$ cat src/logic/shmem_pkg.sv
package shmem_pkg;

// Memory operation carried with every core request
typedef enum logic
{
	OP_READ  = 1'b0,
	OP_WRITE = 1'b1
} mem_op_e;

// Snapshot sequencer
typedef enum logic [1:0]
{
	SNAP_IDLE = 2'd0,
	SNAP_COPY = 2'd1,	// Stepping the offset over every bank word
	SNAP_LAST = 2'd2	// Final word lands in the shadows
} snap_state_e;

// Default sizes for the top level
localparam int DEF_NUM_CORES  = 4;
localparam int DEF_NUM_BANKS  = 4;
localparam int DEF_BANK_DEPTH = 64;
localparam int DEF_DATA_W     = 16;

endpackage

$ cat src/logic/mem_bank.sv
`timescale 1ns/10ps

module mem_bank
#(
	parameter int DEPTH = 64,
	parameter int DATA_W = 16,
	localparam int ADDR_W = $clog2(DEPTH)
)
(
	input	logic			clk,
	input	logic	[ADDR_W-1:0]	addr,
	input	logic	[DATA_W-1:0]	wr_data,
	input	logic			write,
	output	logic	[DATA_W-1:0]	rd_data
);

logic	[DATA_W-1:0]	mem	[DEPTH];

always_ff @(posedge clk)
begin
	if (write)
		mem[addr] <= wr_data;
	rd_data <= mem[addr];	// Not meaningful in a write cycle
end

endmodule

$ cat src/logic/snapshot_copy.sv
`timescale 1ns/10ps

module snapshot_copy import shmem_pkg::*;
#(
	parameter int NUM_BANKS = DEF_NUM_BANKS,
	parameter int BANK_DEPTH = DEF_BANK_DEPTH,
	parameter int DATA_W = DEF_DATA_W,
	localparam int BANK_W = $clog2(NUM_BANKS),
	localparam int OFF_W = $clog2(BANK_DEPTH),
	localparam int ADDR_W = BANK_W + OFF_W
)
(
	input	logic					clk,
	input	logic					reset,
	input	logic					dump_start,
	output	logic					dump_busy,
	output	logic					dump_done,
	output	logic					snap_active,
	output	logic	[OFF_W-1:0]			snap_offset,
	input	logic	[NUM_BANKS-1:0][DATA_W-1:0]	bank_rd_data,
	input	logic	[ADDR_W-1:0]			view_addr,
	output	logic	[DATA_W-1:0]			view_data
);

snap_state_e			state;
logic	[OFF_W-1:0]		copy_offset;
logic				shadow_write;
logic	[OFF_W-1:0]		shadow_wr_offset;
logic	[OFF_W-1:0]		shadow_addr;
logic	[BANK_W-1:0]		view_bank;
logic	[OFF_W-1:0]		view_offset;
logic	[BANK_W-1:0]		view_bank_q;
logic	[NUM_BANKS-1:0][DATA_W-1:0]	shadow_rd_data;

assign {view_bank, view_offset} = view_addr;

always_ff @(posedge clk)
begin
	if (reset)
	begin
		state <= SNAP_IDLE;
		copy_offset <= '0;
	end
	else
	begin
		case (state)
			SNAP_IDLE:
				if (dump_start)
				begin
					state <= SNAP_COPY;
					copy_offset <= '0;
				end
			SNAP_COPY:
				if (copy_offset == OFF_W'(BANK_DEPTH - 1))
					state <= SNAP_LAST;
				else
					copy_offset <= copy_offset + 1'b1;
			default:
				state <= SNAP_IDLE;
		endcase
	end
end

// Bank data arrives one cycle after its read
always_ff @(posedge clk)
begin
	if (reset)
		shadow_write <= 1'b0;
	else
		shadow_write <= (state == SNAP_COPY);
end

always_ff @(posedge clk)
begin
	shadow_wr_offset <= copy_offset;
	view_bank_q <= view_bank;	// Lines up with the shadow read
end

assign snap_active = (state != SNAP_IDLE);
assign snap_offset = copy_offset;
assign dump_busy = snap_active;
assign dump_done = (state == SNAP_LAST);
assign shadow_addr = shadow_write ? shadow_wr_offset : view_offset;
assign view_data = shadow_rd_data[view_bank_q];

genvar b;

generate
for (b = 0; b < NUM_BANKS; b++)
begin : g_shadow
	mem_bank #(.DEPTH(BANK_DEPTH), .DATA_W(DATA_W)) u_shadow
	(
		.clk(clk),
		.addr(shadow_addr),
		.wr_data(bank_rd_data[b]),
		.write(shadow_write),
		.rd_data(shadow_rd_data[b])
	);
end
endgenerate

endmodule

$ cat config.mk
export PLATFORM = sky130hd
export DESIGN_NAME = snapshot_copy
export DESIGN_NICKNAME = d
export VERILOG_FILES = /design/src/logic/shmem_pkg.sv /design/src/logic/mem_bank.sv /design/src/logic/snapshot_copy.sv
export SDC_FILE = /design/constraint.sdc
export NUM_CORES = 2
export LEC_CHECK = 0
export CELL_PAD_IN_SITES_DETAIL_PLACEMENT = 1
export CELL_PAD_IN_SITES_GLOBAL_PLACEMENT = 2
export CORE_MARGIN = 5
export CORE_UTILIZATION = 40
export DETAILED_ROUTE_END_ITERATION = 8
export DONT_BUFFER_PORTS = 1
export PLACE_DENSITY_LB_ADDON = 0.25
export REMOVE_ABC_BUFFERS = 1
export SLEW_MARGIN = 20
export SYNTH_ARGS = -nofsm -noshare
export SYNTH_HDL_FRONTEND = slang
export SYNTH_SLANG_ARGS = --single-unit
$ cat constraint.sdc
create_clock -name clk -period 8.85 [get_ports clk]
set_input_delay 0 -clock clk [delete_from_list [all_inputs] [get_ports clk]]
set_output_delay 0 -clock clk [all_outputs]
set_load 0.03 [all_outputs]
==> summary.md <==
| Metric | Value |
|---|---|
| Status | `finished with violations` |
| Violated checks | `design-rule violations` |
| Placed insts | `12520` |
| CTS max path bufs | `4` |
| Pin count of the biggest net entering global routing | `approximately 130` |
| Setup violations, final | `0` |
| Final core utilization | `46.45%` |
| Slew @ Worst Pin | `between 1000 and 1500 ps` |
| Syn. warnings | `0` |
| Vias per Instance | `around 6.5` |
| Gr ovfl total | `0` |
| Register-to-Register Setup Slack | `between 3000 and 4000 ps` |
| Post-synthesis area per instance | `roughly 19 um2` |
| #FFs+latches synth | `between 4000 and 5000` |
| Number of synthesized flops with an enable pin | `4096` |
| Fmax achieved | `just under 200 MHz` |
| Cell variety after synth | `between 50 and 60` |
| Fin area | `approximately 170000 um2` |
| Die X | `624.9 um` |
| ANT nets after route | `0` |
| Root buffer cell | `clkbuf_16` |
| DR iter-0 viols | `roughly 14000` |
| RSZ-0062 raised after global routing | `no` |
| Max cap viols | `0` |
| Reg2Reg Launch Point | `shadow_write$_SDFF_PP0_` |
| # port buffers | `0` |
| CP Class | `register to register` |
| Post-synthesis sequential area ratio | `roughly 82%` |
| Final hold slack | `~18 ps` |
| Most common cell after layout, fill and taps aside | `edfxtp_1` |
| Leakage | `52.62 nW` |
| Worst Path Arrival | `5800 ps` |
| Reg2Reg Depth | `7` |
| CTS clk-pin slew, worst paths | `roughly 70 ps` |
| Ys flop type | `edfxtp_1` |
| Core Rows | `225` |
| CTS sink cnt | `4177` |
| Final #Nets | `between 8000 and 9000` |
| WL final | `between 500 and 600 mm` |
| CTS tree | `built` |
| Die area | `around 390000 um2` |
| Non-filler instance count after layout | `13515` |
| GRT Overall Usage | `a little over a quarter` |
| Final Cycle Share | `around three fifths` |
| Layout cells sized above 1 | `16.97%` |
| Crit-path max FO | `36` |
| Post-Synthesis Cells | `just under 8000` |
| First-pass GRT wire length | `between 700 and 800 mm` |
| Reg-to-reg endpoint | `g_shadow[0].u_shadow.mem[39][4]$_DFFE_PP_` |
| Hold crit path type | `input port to register` |
| Worst Hold Endpoint | `g_shadow[1].u_shadow.mem[20][10]$_DFFE_PP_` |
| Worst Slack Setup Final | `~3700 ps` |
| Largest vdd supply drop | `between 150 and 200 uV` |
| Hold Path Depth | `2` |
| CP startpoint kind | `register` |
| Vias in the first global route | `between 80000 and 90000` |
| Final slew viol count | `0` |
| DP Area | `~160000 um2` |
| Most frequent cells in the layout | `edfxtp_1, a22oi_1, clkbuf_16, a31oi_1, a222oi_1` |
| Setup Skew | `a little over 90 ps` |
| Final Wtd Congestion | `around 0.8` |
| Asr flop ratio synth | `0%` |
| PD cells | `between 200 and 250 nW/um2` |
| Hold Crit Start | `bank_rd_data[26]` |
| Initial antenna violation count | `33` |
| IO Count | `100` |
| DRC Markers | `3` |
| CORE AREA | `around 380000 um2` |
| Post-CTS Setup Repair Bufs | `0` |
| Worst EP required | `9470 ps` |
| Total Power | `about 42 mW` |
| Synthesis-to-finish area growth | `15.52%` |
| Max_slew headroom | `approximately a fifth` |
| Min Tclk post-route | `5183 ps` |
| Worst Setup End Kind | `register` |
| Final hold violations | `0` |
| Worst Setup SP | `shadow_write$_SDFF_PP0_` |
| Vias | `87580` |
| Synth Cell Area | `between 150000 and 200000 um2` |
| Chip height | `about 620 um` |
| Initial cell density of the core | `40.21%` |
| H-tree depth | `5` |
| Post-Place Setup Slack | `just under 4000 ps` |
| Worst skew pair latency | `approximately 1000 ps` |
| Num CTS Buffers | `435` |
| Drt first pass iters | `9` |
| Setup_tns | `0 ps` |
| Routed len/inst | `about 40 um` |
| Post-CTS sizing | `0` |
| Dpl hpwl | `about 270 mm` |
[Yosys cell counts, types with 14 or more instances]
library cell / n / area (um2)
buf_1: 32 / 120.1
a31oi_1: 392 / 2452
nor4_1: 74 / 462.9
clkbuf_1: 276 / 1036
buf_4: 50 / 375.4
a221oi_1: 40 / 350.3
mux4_2: 16 / 360.4
o22ai_1: 14 / 87.58
a31o_2: 53 / 464.2
nand2_1: 110 / 412.9
a22oi_1: 1044 / 7838
mux2_2: 359 / 4043
nor2_1: 104 / 390.4
nor3_1: 22 / 110.1
or4_1: 22 / 165.2
o21ai_0: 138 / 690.7
edfxtp_1: 4096 / 123000
a41oi_1: 33 / 289.0
a22o_1: 83 / 727.0
buf_2: 169 / 845.8
a41o_1: 14 / 140.1
a21oi_1: 70 / 350.3
nand4_1: 56 / 350.3
a222oi_1: 390 / 3904
dfxtp_1: 81 / 1622
[cell families after synthesis]
| logic type | Yosys count | share of synthesized area [%] |
|---|---|---|
| compound gates | 2277 | 11.46 |
| flops | 4177 | 82.40 |
| fa+ha+maj | 1 | 0.008272 |
| xor+xnor | 3 | 0.01738 |
| buf+inv | 540 | 1.641 |
| simple gates | 439 | 1.514 |
| mux | 381 | 2.958 |
[worst max-delay path: stages, from the launching register on]
cell and delay (ps):
dfxtp_1 370, buf_4 420, nand4_2 700, o21ai_4 530
dlygate4sd3_1 630, nor2b_4 620, buf_4 570, buf_4 830
[state kept, by name, summed over array words and instances, names as in the netlist]
| register | cells |
|---|---|
| view_bank_q | 2 |
| shadow_write | 1 |
| snap_offset | 6 |
| g_shadow.u_shadow.mem | 4096 |
| shadow_wr_offset | 6 |
| g_shadow.u_shadow.rd_data | 64 |
| state | 2 |
[where the power goes]
| part | switching [mW] | internal, mW | total (mW) | leakage, nW |
|---|---|---|---|---|
| combinational | 1.39 | 0.577 | 1.97 | 8.39 |
| sequential | 0.101 | 21.8 | 21.9 | 37.5 |
| clock | 7.84 | 9.97 | 17.8 | 6.74 |
[layout make-up]
class                      count  area (um2)
tap                         4994        6248
sequential                  4177      124600
timing repair buffer         413        5176
antenna                       14       35.03
fill                       34577      201400
multi-input combinational   3101       24840
inverter                       5       18.77
clock inverter               219        1851
clock buffer                 592       11920
[routing by layer]
metal / up-vias / GRT usage [%] / wire (um)
met1: 47502 / 37.02 / 217200
met3: 944 / 4.357 / 46880
met2: 4839 / 44.50 / 262100
li1: 34289 / - / -
met5: - / 0 / 35
met4: 6 / 8.445 / 18560
[repair_timing]
action                                  in CTS  in global routing
hold buffers                               170                  0
endpoints found under the setup margin       0                  0
endpoints found under the hold margin     4283                  0
[worst max path at each step]
| stage | end | slack (ps) | cells past startpoint |
|---|---|---|---|
| floorplan | g_shadow[0].u_shadow.mem[39][0]$_DFFE_PP_ | -11940 | 3 |
| global placement | g_shadow[3].u_shadow.mem[11][11]$_DFFE_PP_ | 3920 | 6 |
| detailed placement | g_shadow[3].u_shadow.mem[11][2]$_DFFE_PP_ | 3860 | 6 |
| CTS | g_shadow[1].u_shadow.mem[39][12]$_DFFE_PP_ | 3760 | 6 |
| global route | g_shadow[0].u_shadow.mem[39][4]$_DFFE_PP_ | 3670 | 6 |
| finish | g_shadow[0].u_shadow.mem[39][4]$_DFFE_PP_ | 3670 | 7 |
Note: power is estimated with default switching activity, not from simulation.
