==> config.mk <==
export PLATFORM = sky130hd
export DESIGN_NAME = request_stage_flat
export DESIGN_NICKNAME = d
export VERILOG_FILES = /design/src/logic/shmem_pkg.sv /design/src/logic/core_req_if.sv /design/src/logic/request_stage.sv /design/src/flat_wrapper.sv
export SDC_FILE = /design/constraint.sdc
export NUM_CORES = 1
export LEC_CHECK = 0
export ABC_AREA = 1
export BUFFER_PORTS_ARGS = -buffer_cell sky130_fd_sc_hd__buf_2
export CORE_MARGIN = 5
export CORE_UTILIZATION = 41
export CTS_CLUSTER_DIAMETER = 30
export CTS_CLUSTER_SIZE = 10
export DETAILED_ROUTE_END_ITERATION = 8
export PLACE_DENSITY = 0.87
export SETUP_SLACK_MARGIN = 0.3
export SLEW_MARGIN = 20
export SYNTH_ARGS = -nofsm -noshare
export SYNTH_HDL_FRONTEND = slang
export SYNTH_SLANG_ARGS = --single-unit
export TNS_END_PERCENT = 5
==> constraint.sdc <==
create_clock -name clk -period 5.2 [get_ports clk]
set_clock_uncertainty 0.15 [all_clocks]
set_input_delay 1.04 -clock clk [delete_from_list [all_inputs] [get_ports clk]]
set_output_delay 1.04 -clock clk [all_outputs]
set_load 0.03 [all_outputs]
==> src/logic/shmem_pkg.sv <==
package shmem_pkg;

// Memory operation carried with every core request
typedef enum logic
{
	OP_READ  = 1'b0,
	OP_WRITE = 1'b1
} mem_op_e;

// Snapshot sequencer
typedef enum logic [1:0]
{
	SNAP_IDLE = 2'd0,
	SNAP_COPY = 2'd1,	// Stepping the offset over every bank word
	SNAP_LAST = 2'd2	// Final word lands in the shadows
} snap_state_e;

// Default sizes for the top level
localparam int DEF_NUM_CORES  = 4;
localparam int DEF_NUM_BANKS  = 4;
localparam int DEF_BANK_DEPTH = 64;
localparam int DEF_DATA_W     = 16;

endpackage

==> src/logic/core_req_if.sv <==
`timescale 1ns/10ps

interface core_req_if import shmem_pkg::*;
#(
	parameter int NUM_BANKS = DEF_NUM_BANKS,
	parameter int BANK_DEPTH = DEF_BANK_DEPTH,
	parameter int DATA_W = DEF_DATA_W
)
();

	logic				valid;
	mem_op_e			op;
	logic	[$clog2(NUM_BANKS)-1:0]	bank;
	logic	[$clog2(BANK_DEPTH)-1:0]	offset;
	logic	[DATA_W-1:0]		wr_data;
	logic				ready;		// Grant from the bank arbiter
	logic				rd_valid;
	logic	[DATA_W-1:0]		rd_data;

	modport stage (output valid, op, bank, offset, wr_data, input ready);

	modport crossbar (input valid, op, bank, offset, wr_data, output ready, rd_valid, rd_data);

endinterface

==> src/logic/request_stage.sv <==
`timescale 1ns/10ps

module request_stage import shmem_pkg::*;
#(
	parameter int NUM_BANKS = DEF_NUM_BANKS,
	parameter int BANK_DEPTH = DEF_BANK_DEPTH,
	parameter int DATA_W = DEF_DATA_W,
	localparam int BANK_W = $clog2(NUM_BANKS),
	localparam int OFF_W = $clog2(BANK_DEPTH),
	localparam int ADDR_W = BANK_W + OFF_W
)
(
	input	logic			clk,
	input	logic			reset,
	input	logic			in_valid,
	output	logic			in_ready,
	input	mem_op_e		in_op,
	input	logic	[ADDR_W-1:0]	in_addr,
	input	logic	[DATA_W-1:0]	in_wr_data,
	core_req_if.stage		req
);

// Empty, or the held request leaves in this cycle
assign in_ready = !req.valid || req.ready;

always_ff @(posedge clk)
begin
	if (reset)
		req.valid <= 1'b0;
	else if (in_ready)
		req.valid <= in_valid;
end

always_ff @(posedge clk)
begin
	if (in_ready && in_valid)
	begin
		req.op <= in_op;
		{req.bank, req.offset} <= in_addr;	// Bank index sits above the offset
		req.wr_data <= in_wr_data;
	end
end

endmodule

==> src/flat_wrapper.sv <==
// flat-port wrapper written by rule: the top's interface ports become plain ports
module request_stage_flat import shmem_pkg::*;
#(
	parameter int NUM_BANKS = DEF_NUM_BANKS,
	parameter int BANK_DEPTH = DEF_BANK_DEPTH,
	parameter int DATA_W = DEF_DATA_W,
	localparam int BANK_W = $clog2(NUM_BANKS),
	localparam int OFF_W = $clog2(BANK_DEPTH),
	localparam int ADDR_W = BANK_W + OFF_W
)
  (clk, reset, in_valid, in_ready, in_op, in_addr, in_wr_data, req_valid, req_op, req_bank, req_offset, req_wr_data, req_ready);
  core_req_if #(.NUM_BANKS(NUM_BANKS), .BANK_DEPTH(BANK_DEPTH), .DATA_W(DATA_W)) req_i ();
  input	logic clk;
  input	logic reset;
  input	logic in_valid;
  output	logic in_ready;
  input	mem_op_e in_op;
  input	logic	[ADDR_W-1:0] in_addr;
  input	logic	[DATA_W-1:0] in_wr_data;
  output wire logic [$bits(req_i.valid)-1:0] req_valid;
  output wire logic [$bits(req_i.op)-1:0] req_op;
  output wire logic [$bits(req_i.bank)-1:0] req_bank;
  output wire logic [$bits(req_i.offset)-1:0] req_offset;
  output wire logic [$bits(req_i.wr_data)-1:0] req_wr_data;
  input wire logic [$bits(req_i.ready)-1:0] req_ready;
  assign req_valid = req_i.valid;
  assign req_op = req_i.op;
  assign req_bank = req_i.bank;
  assign req_offset = req_i.offset;
  assign req_wr_data = req_i.wr_data;
  assign req_i.ready = req_ready;
  request_stage #(.NUM_BANKS(NUM_BANKS), .BANK_DEPTH(BANK_DEPTH), .DATA_W(DATA_W)) u_core (.clk(clk), .reset(reset), .in_valid(in_valid), .in_ready(in_ready), .in_op(in_op), .in_addr(in_addr), .in_wr_data(in_wr_data), .req(req_i));
endmodule
==> impl_metrics.env, run 1 <==
export IMPL_status="complete, no violations"
export IMPL_whs_endpoint="u_core.req.valid"
export IMPL_worstSetupPathType="primary input to output port"
export IMPL_synth_seq_cells=26
export IMPL_overflow=0
export IMPL_start_util=0.420
export IMPL_mostFrequentLayoutCells="55 x buf_2, 25 x edfxtp_1, 3 x clkbuf_4"
export IMPL_grt_usage=0.106
export IMPL_clk_path_buf_depth=2
export IMPL_endpoint_kind="output port"
export IMPL_nets=120
export IMPL_num_vias=496
export IMPL_critPathMaxFanout=2
export IMPL_rrSetupSlack_ns=3.72
export IMPL_min_path_cells=2
export IMPL_avgViaCountPerCell=4.24
export IMPL_die_w_microns=54.1
export IMPL_setup_violations_final=0
export IMPL_grt_max_degree=26
export IMPL_gp_congestion=0.584
export IMPL_ys_seq_area_frac=0.966
export IMPL_path_common_cell="buf_2"
export IMPL_ys_types=7
export IMPL_post_cts_buffers=0
export IMPL_cp_required_ns=4.01
export IMPL_drt_iter0_markers=8
export IMPL_drc=0
export IMPL_total_power_uw=378
export IMPL_core_area_sq_um=1900
export IMPL_avgSynthCellArea_sq_um=25.8
export IMPL_cp_slowest_cell="buf_2"
export IMPL_cts_tree="built"
export IMPL_r2r_start="u_core.req.valid"
export IMPL_rr_endpoint="u_core.req.wr_data[11]"
export IMPL_critPathLaunch="req_ready"
export IMPL_max_stage_delay_ns=0.18
export IMPL_fin_util=0.602
export IMPL_drv_cap=0
export IMPL_leakage_uw=0.000497
export IMPL_synth_cells=31
export IMPL_syn_area_sq_um=798
export IMPL_area_growth_synth_to_final_pct=43.4
export IMPL_clock_latency_ns=0.29
export IMPL_powerDensity_nw_per_um2=330
export IMPL_ys_warn_count=0
export IMPL_ff2ff_path_depth=1
export IMPL_fmax_mhz=378
export IMPL_worstHoldStart="u_core.req.valid"
export IMPL_post_drt_wl_per_cell_microns=13.4
export IMPL_crit_chain="buf_2 -> inv_2 -> nand2_2 -> buf_2"
export IMPL_clock_root_buffer="clkbuf_4"
export IMPL_preCtsSetupSlack_ns=2.53
export IMPL_numCtsBuffers=3
export IMPL_worst_slew_pin_transition_ns=0.714
export IMPL_antenna_found_initial=0
export IMPL_hold_viol=0
export IMPL_dieArea_sq_um=2930
export IMPL_first_global_vias=449
export IMPL_portBuffers=55
export IMPL_fin_crit_sh=0.508
export IMPL_nFillCells=142
export IMPL_htree_levels=1
export IMPL_arrival_ns=1.45
export IMPL_rsz0062_at_grt="no"
export IMPL_holdBufCountCts=0
export IMPL_antenna_left=0
export IMPL_diodes=0
export IMPL_setup_tns_ns=0
export IMPL_ctsResizeCount=0
export IMPL_totalWireLength_microns=1570
export IMPL_drtPass1Iterations=2
export IMPL_layout_drive_gt1_share=0.689
export IMPL_hold_path_class="flip-flop to flip-flop"
export IMPL_synth_nets=60
export IMPL_cts_sinks=26
export IMPL_num_io_pins=56
export IMPL_num_rows=16
export IMPL_layout_commonest_cell="buf_2"
export IMPL_fin_crit_ns=2.64
export IMPL_slew_headroom=0.523
export IMPL_peakVddDrop_mv=0.137
export IMPL_die_h_microns=54.1
export IMPL_cp_start_kind="primary input"
export IMPL_clk_pin_slew_ns=0.11
export IMPL_slew_violations=0
export IMPL_final_setup_worst_slack_ns=2.56
export IMPL_grt_pass1_wl_microns=2060
-- kinds of logic after synthesis --
| group | count (synthesis) | share of synthesized area |
|---|---|---|
| DFF | 26 | 0.966 |
| AOI/OAI and AO/OA | 2 | 0.0172 |
| buffers and inverters | 2 | 0.00940 |
| and+or+nand+nor | 1 | 0.00784 |
-- worst max-delay path by stage --
stage / endpoint / slack, ns
detailed placement: u_core.req.wr_data[8] / 2.53
floorplan: u_core.req.bank[0] / 2.30
global route: in_ready / 2.53
CTS: in_ready / 2.57
global placement: u_core.req.wr_data[8] / 2.57
finish: in_ready / 2.56
-- worst max-delay path, delay by kind of cell --
kind,cells,cell delay (ns)
and+or+nand+nor,1,0.06
buffers and inverters,3,0.35
-- final cells by class --
type                    instances  area [sq um]  area share
well taps                      27          33.8      0.0295
multi-input cells               3          31.3      0.0273
flip-flops and latches         26           771       0.673
clock buffers                   4          26.3      0.0230
repair buffers                 55           275       0.240
inverters                       2          7.51     0.00656
-- flip-flops by register name, indices dropped and copies added (netlist names) --
register            cells
u_core.req.bank         2
u_core.req.offset       6
u_core.req.op           1
u_core.req.valid        1
u_core.req.wr_data     16
-- power by group --
part,switching (uW),internal [uW],total [uW]
Combinational,37.1,16.2,53.4
Sequential,3.15,244,247
Clock,47.7,29.9,77.5
Total,88.0,290,378
-- metal layers --
layer | GRT usage | routed length (microns) | share of wire
met3 | 0.0388 | 255 | 0.16
met4 | 0.0871 | 33 | 0.021
met1 | 0.0987 | 503 | 0.32
met5 | 0 | 0 | 0
met2 | 0.183 | 773 | 0.49
-- cells in the mapped netlist --
library cell / number / area (sq um)
nand2_2: 1 / 6.26
edfxtp_1: 25 / 751
a21oi_1: 1 / 5.00
inv_1: 1 / 3.75
dfxtp_1: 1 / 20.0
a21oi_2: 1 / 8.76
inv_2: 1 / 3.75
-- per-stage QoR --
step           hold slack [ns]  instance area [sq um]  instances
2_1_floorplan            0.584                    798         31
3_3_place_gp             0.332                   1110        113
3_5_place_dp             0.349                   1110        113
4_1_cts                  0.370                   1140        117
5_1_grt                  0.430                   1140        117
6_report                 0.391                   1140        117
Note: power is estimated with default switching activity, not from simulation.
==> run 2: changes to the inputs <==
CORE_UTILIZATION = 39   (was 41)
PLACE_DENSITY = 0.84   (was 0.87)
clock period = 2.5 ns   (was 5.2 ns; I/O delays follow)
==> impl_metrics.env, run 2 (synthesis gave the netlist of run 1 again) <==
export IMPL_grt_pass1_wl_microns=2440
export IMPL_area_growth_synth_to_final_pct=43.4
export IMPL_numCtsBuffers=3
export IMPL_slew_headroom=0.801
export IMPL_setup_tns_ns=0
export IMPL_die_w_microns=55.2
export IMPL_holdBufCountCts=0
export IMPL_antenna_left=0
export IMPL_avgViaCountPerCell=4.27
export IMPL_num_vias=504
export IMPL_fmax_mhz=618
export IMPL_endpoint_kind="output port"
export IMPL_crit_chain="nand2_2 -> buf_2"
export IMPL_cts_tree="built"
export IMPL_diodes=0
export IMPL_largest_register="u_core.req.wr_data"
export IMPL_powerDensity_nw_per_um2=689
export IMPL_grt_usage=0.104
export IMPL_drt_iter0_markers=4
export IMPL_largest_register_ffs=16
export IMPL_layout_commonest_cell="buf_2"
export IMPL_num_io_pins=56
export IMPL_peakVddDrop_mv=0.264
export IMPL_worstSetupPathType="flip-flop to output port"
export IMPL_core_area_sq_um=1960
export IMPL_status="complete, no violations"
export IMPL_first_global_vias=525
export IMPL_rsz0062_at_grt="no"
export IMPL_hold_viol=0
export IMPL_nets=121
export IMPL_rrSetupSlack_ns=1.23
export IMPL_cp_slowest_cell="dfxtp_1"
export IMPL_fin_crit_ns=1.62
export IMPL_drtPass1Iterations=4
export IMPL_dieArea_sq_um=3050
export IMPL_htree_levels=1
export IMPL_cp_start_kind="flip-flop"
export IMPL_cp_required_ns=1.85
export IMPL_ctsResizeCount=0
export IMPL_start_util=0.407
export IMPL_totalWireLength_microns=1510
export IMPL_setup_violations_final=0
export IMPL_die_h_microns=55.2
export IMPL_slew_violations=0
export IMPL_worst_slew_pin_transition_ns=0.299
export IMPL_clk_path_buf_depth=2
export IMPL_fin_crit_sh=0.647
export IMPL_mostFrequentLayoutCells="55 x buf_2, 25 x edfxtp_1, 3 x clkbuf_4"
export IMPL_overflow=0
export IMPL_leakage_uw=0.000501
export IMPL_clk_pin_slew_ns=0.12
export IMPL_clock_root_buffer="clkbuf_4"
export IMPL_drv_cap=0
export IMPL_layout_drive_gt1_share=0.692
export IMPL_critPathMaxFanout=3
export IMPL_num_rows=16
export IMPL_gp_congestion=0.697
export IMPL_drc=0
export IMPL_max_stage_delay_ns=0.41
export IMPL_cts_sinks=26
export IMPL_antenna_found_initial=0
export IMPL_fin_area_sq_um=1140
export IMPL_hold_path_class="primary input to flip-flop"
export IMPL_clock_latency_ns=0.29
export IMPL_grt_max_degree=26
export IMPL_place_area_sq_um=1120
export IMPL_arrival_ns=0.97
export IMPL_portBuffers=55
export IMPL_nFillCells=168
export IMPL_post_drt_wl_per_cell_microns=12.8
export IMPL_post_cts_buffers=0
-- run 2: cell types whose count changed in the layout (fill, tap and decap cells not counted), sizes merged --
cell,change
buf,+1
-- run 2: where the power goes --
part	switching, uW	internal [uW]
sequential	6.01	507
combinational	76.3	34.4
clock	104	62.1
total	186	603
-- run 2: metal layers --
layer	GRT usage	vias to the layer above	routed length (microns)
li1	-	238	-
met1	0.116	225	575
met2	0.154	39	679
met3	0.0583	2	235
met4	0.0625	0	19
met5	0	-	0
-- run 2: critical path: cells and delay by family, from the launching register on --
kind,cells,cell delay (ns)
buf+inv,1,0.18
flops,1,0.41
simple gates,1,0.08
-- run 2: area by class of cell --
cell class / count / area [sq um] / share of cell area
flip-flops and latches: 26 / 771 / 0.673
multi-input cells: 3 / 23.8 / 0.0208
inverters: 2 / 7.51 / 0.00656
clock buffers: 4 / 26.3 / 0.0230
repair buffers: 56 / 283 / 0.247
well taps: 27 / 33.8 / 0.0295
-- run 2: through the flow --
stage               instances  worst slack [ns]  hold slack (ns)  power (uW)  utilization
finish                    118             0.882            0.191         789        0.584
global route              118             0.813            0.170         827        0.584
CTS                       118             0.866            0.179         800        0.584
detailed placement        114             0.956            0.355         636        0.570
global placement          114             0.970            0.332         632        0.570
floorplan                  31             0.659            0.412         588            -
-- run 2: worst paths after layout --
check / startpoint / endpoint / cells after the start
setup / recovery: u_core.req.valid / in_ready / 2
hold reg to reg: u_core.req.valid / u_core.req.valid / 2
hold / removal: reset / u_core.req.valid / 2
setup reg to reg: u_core.req.valid / u_core.req.wr_data[11] / 2
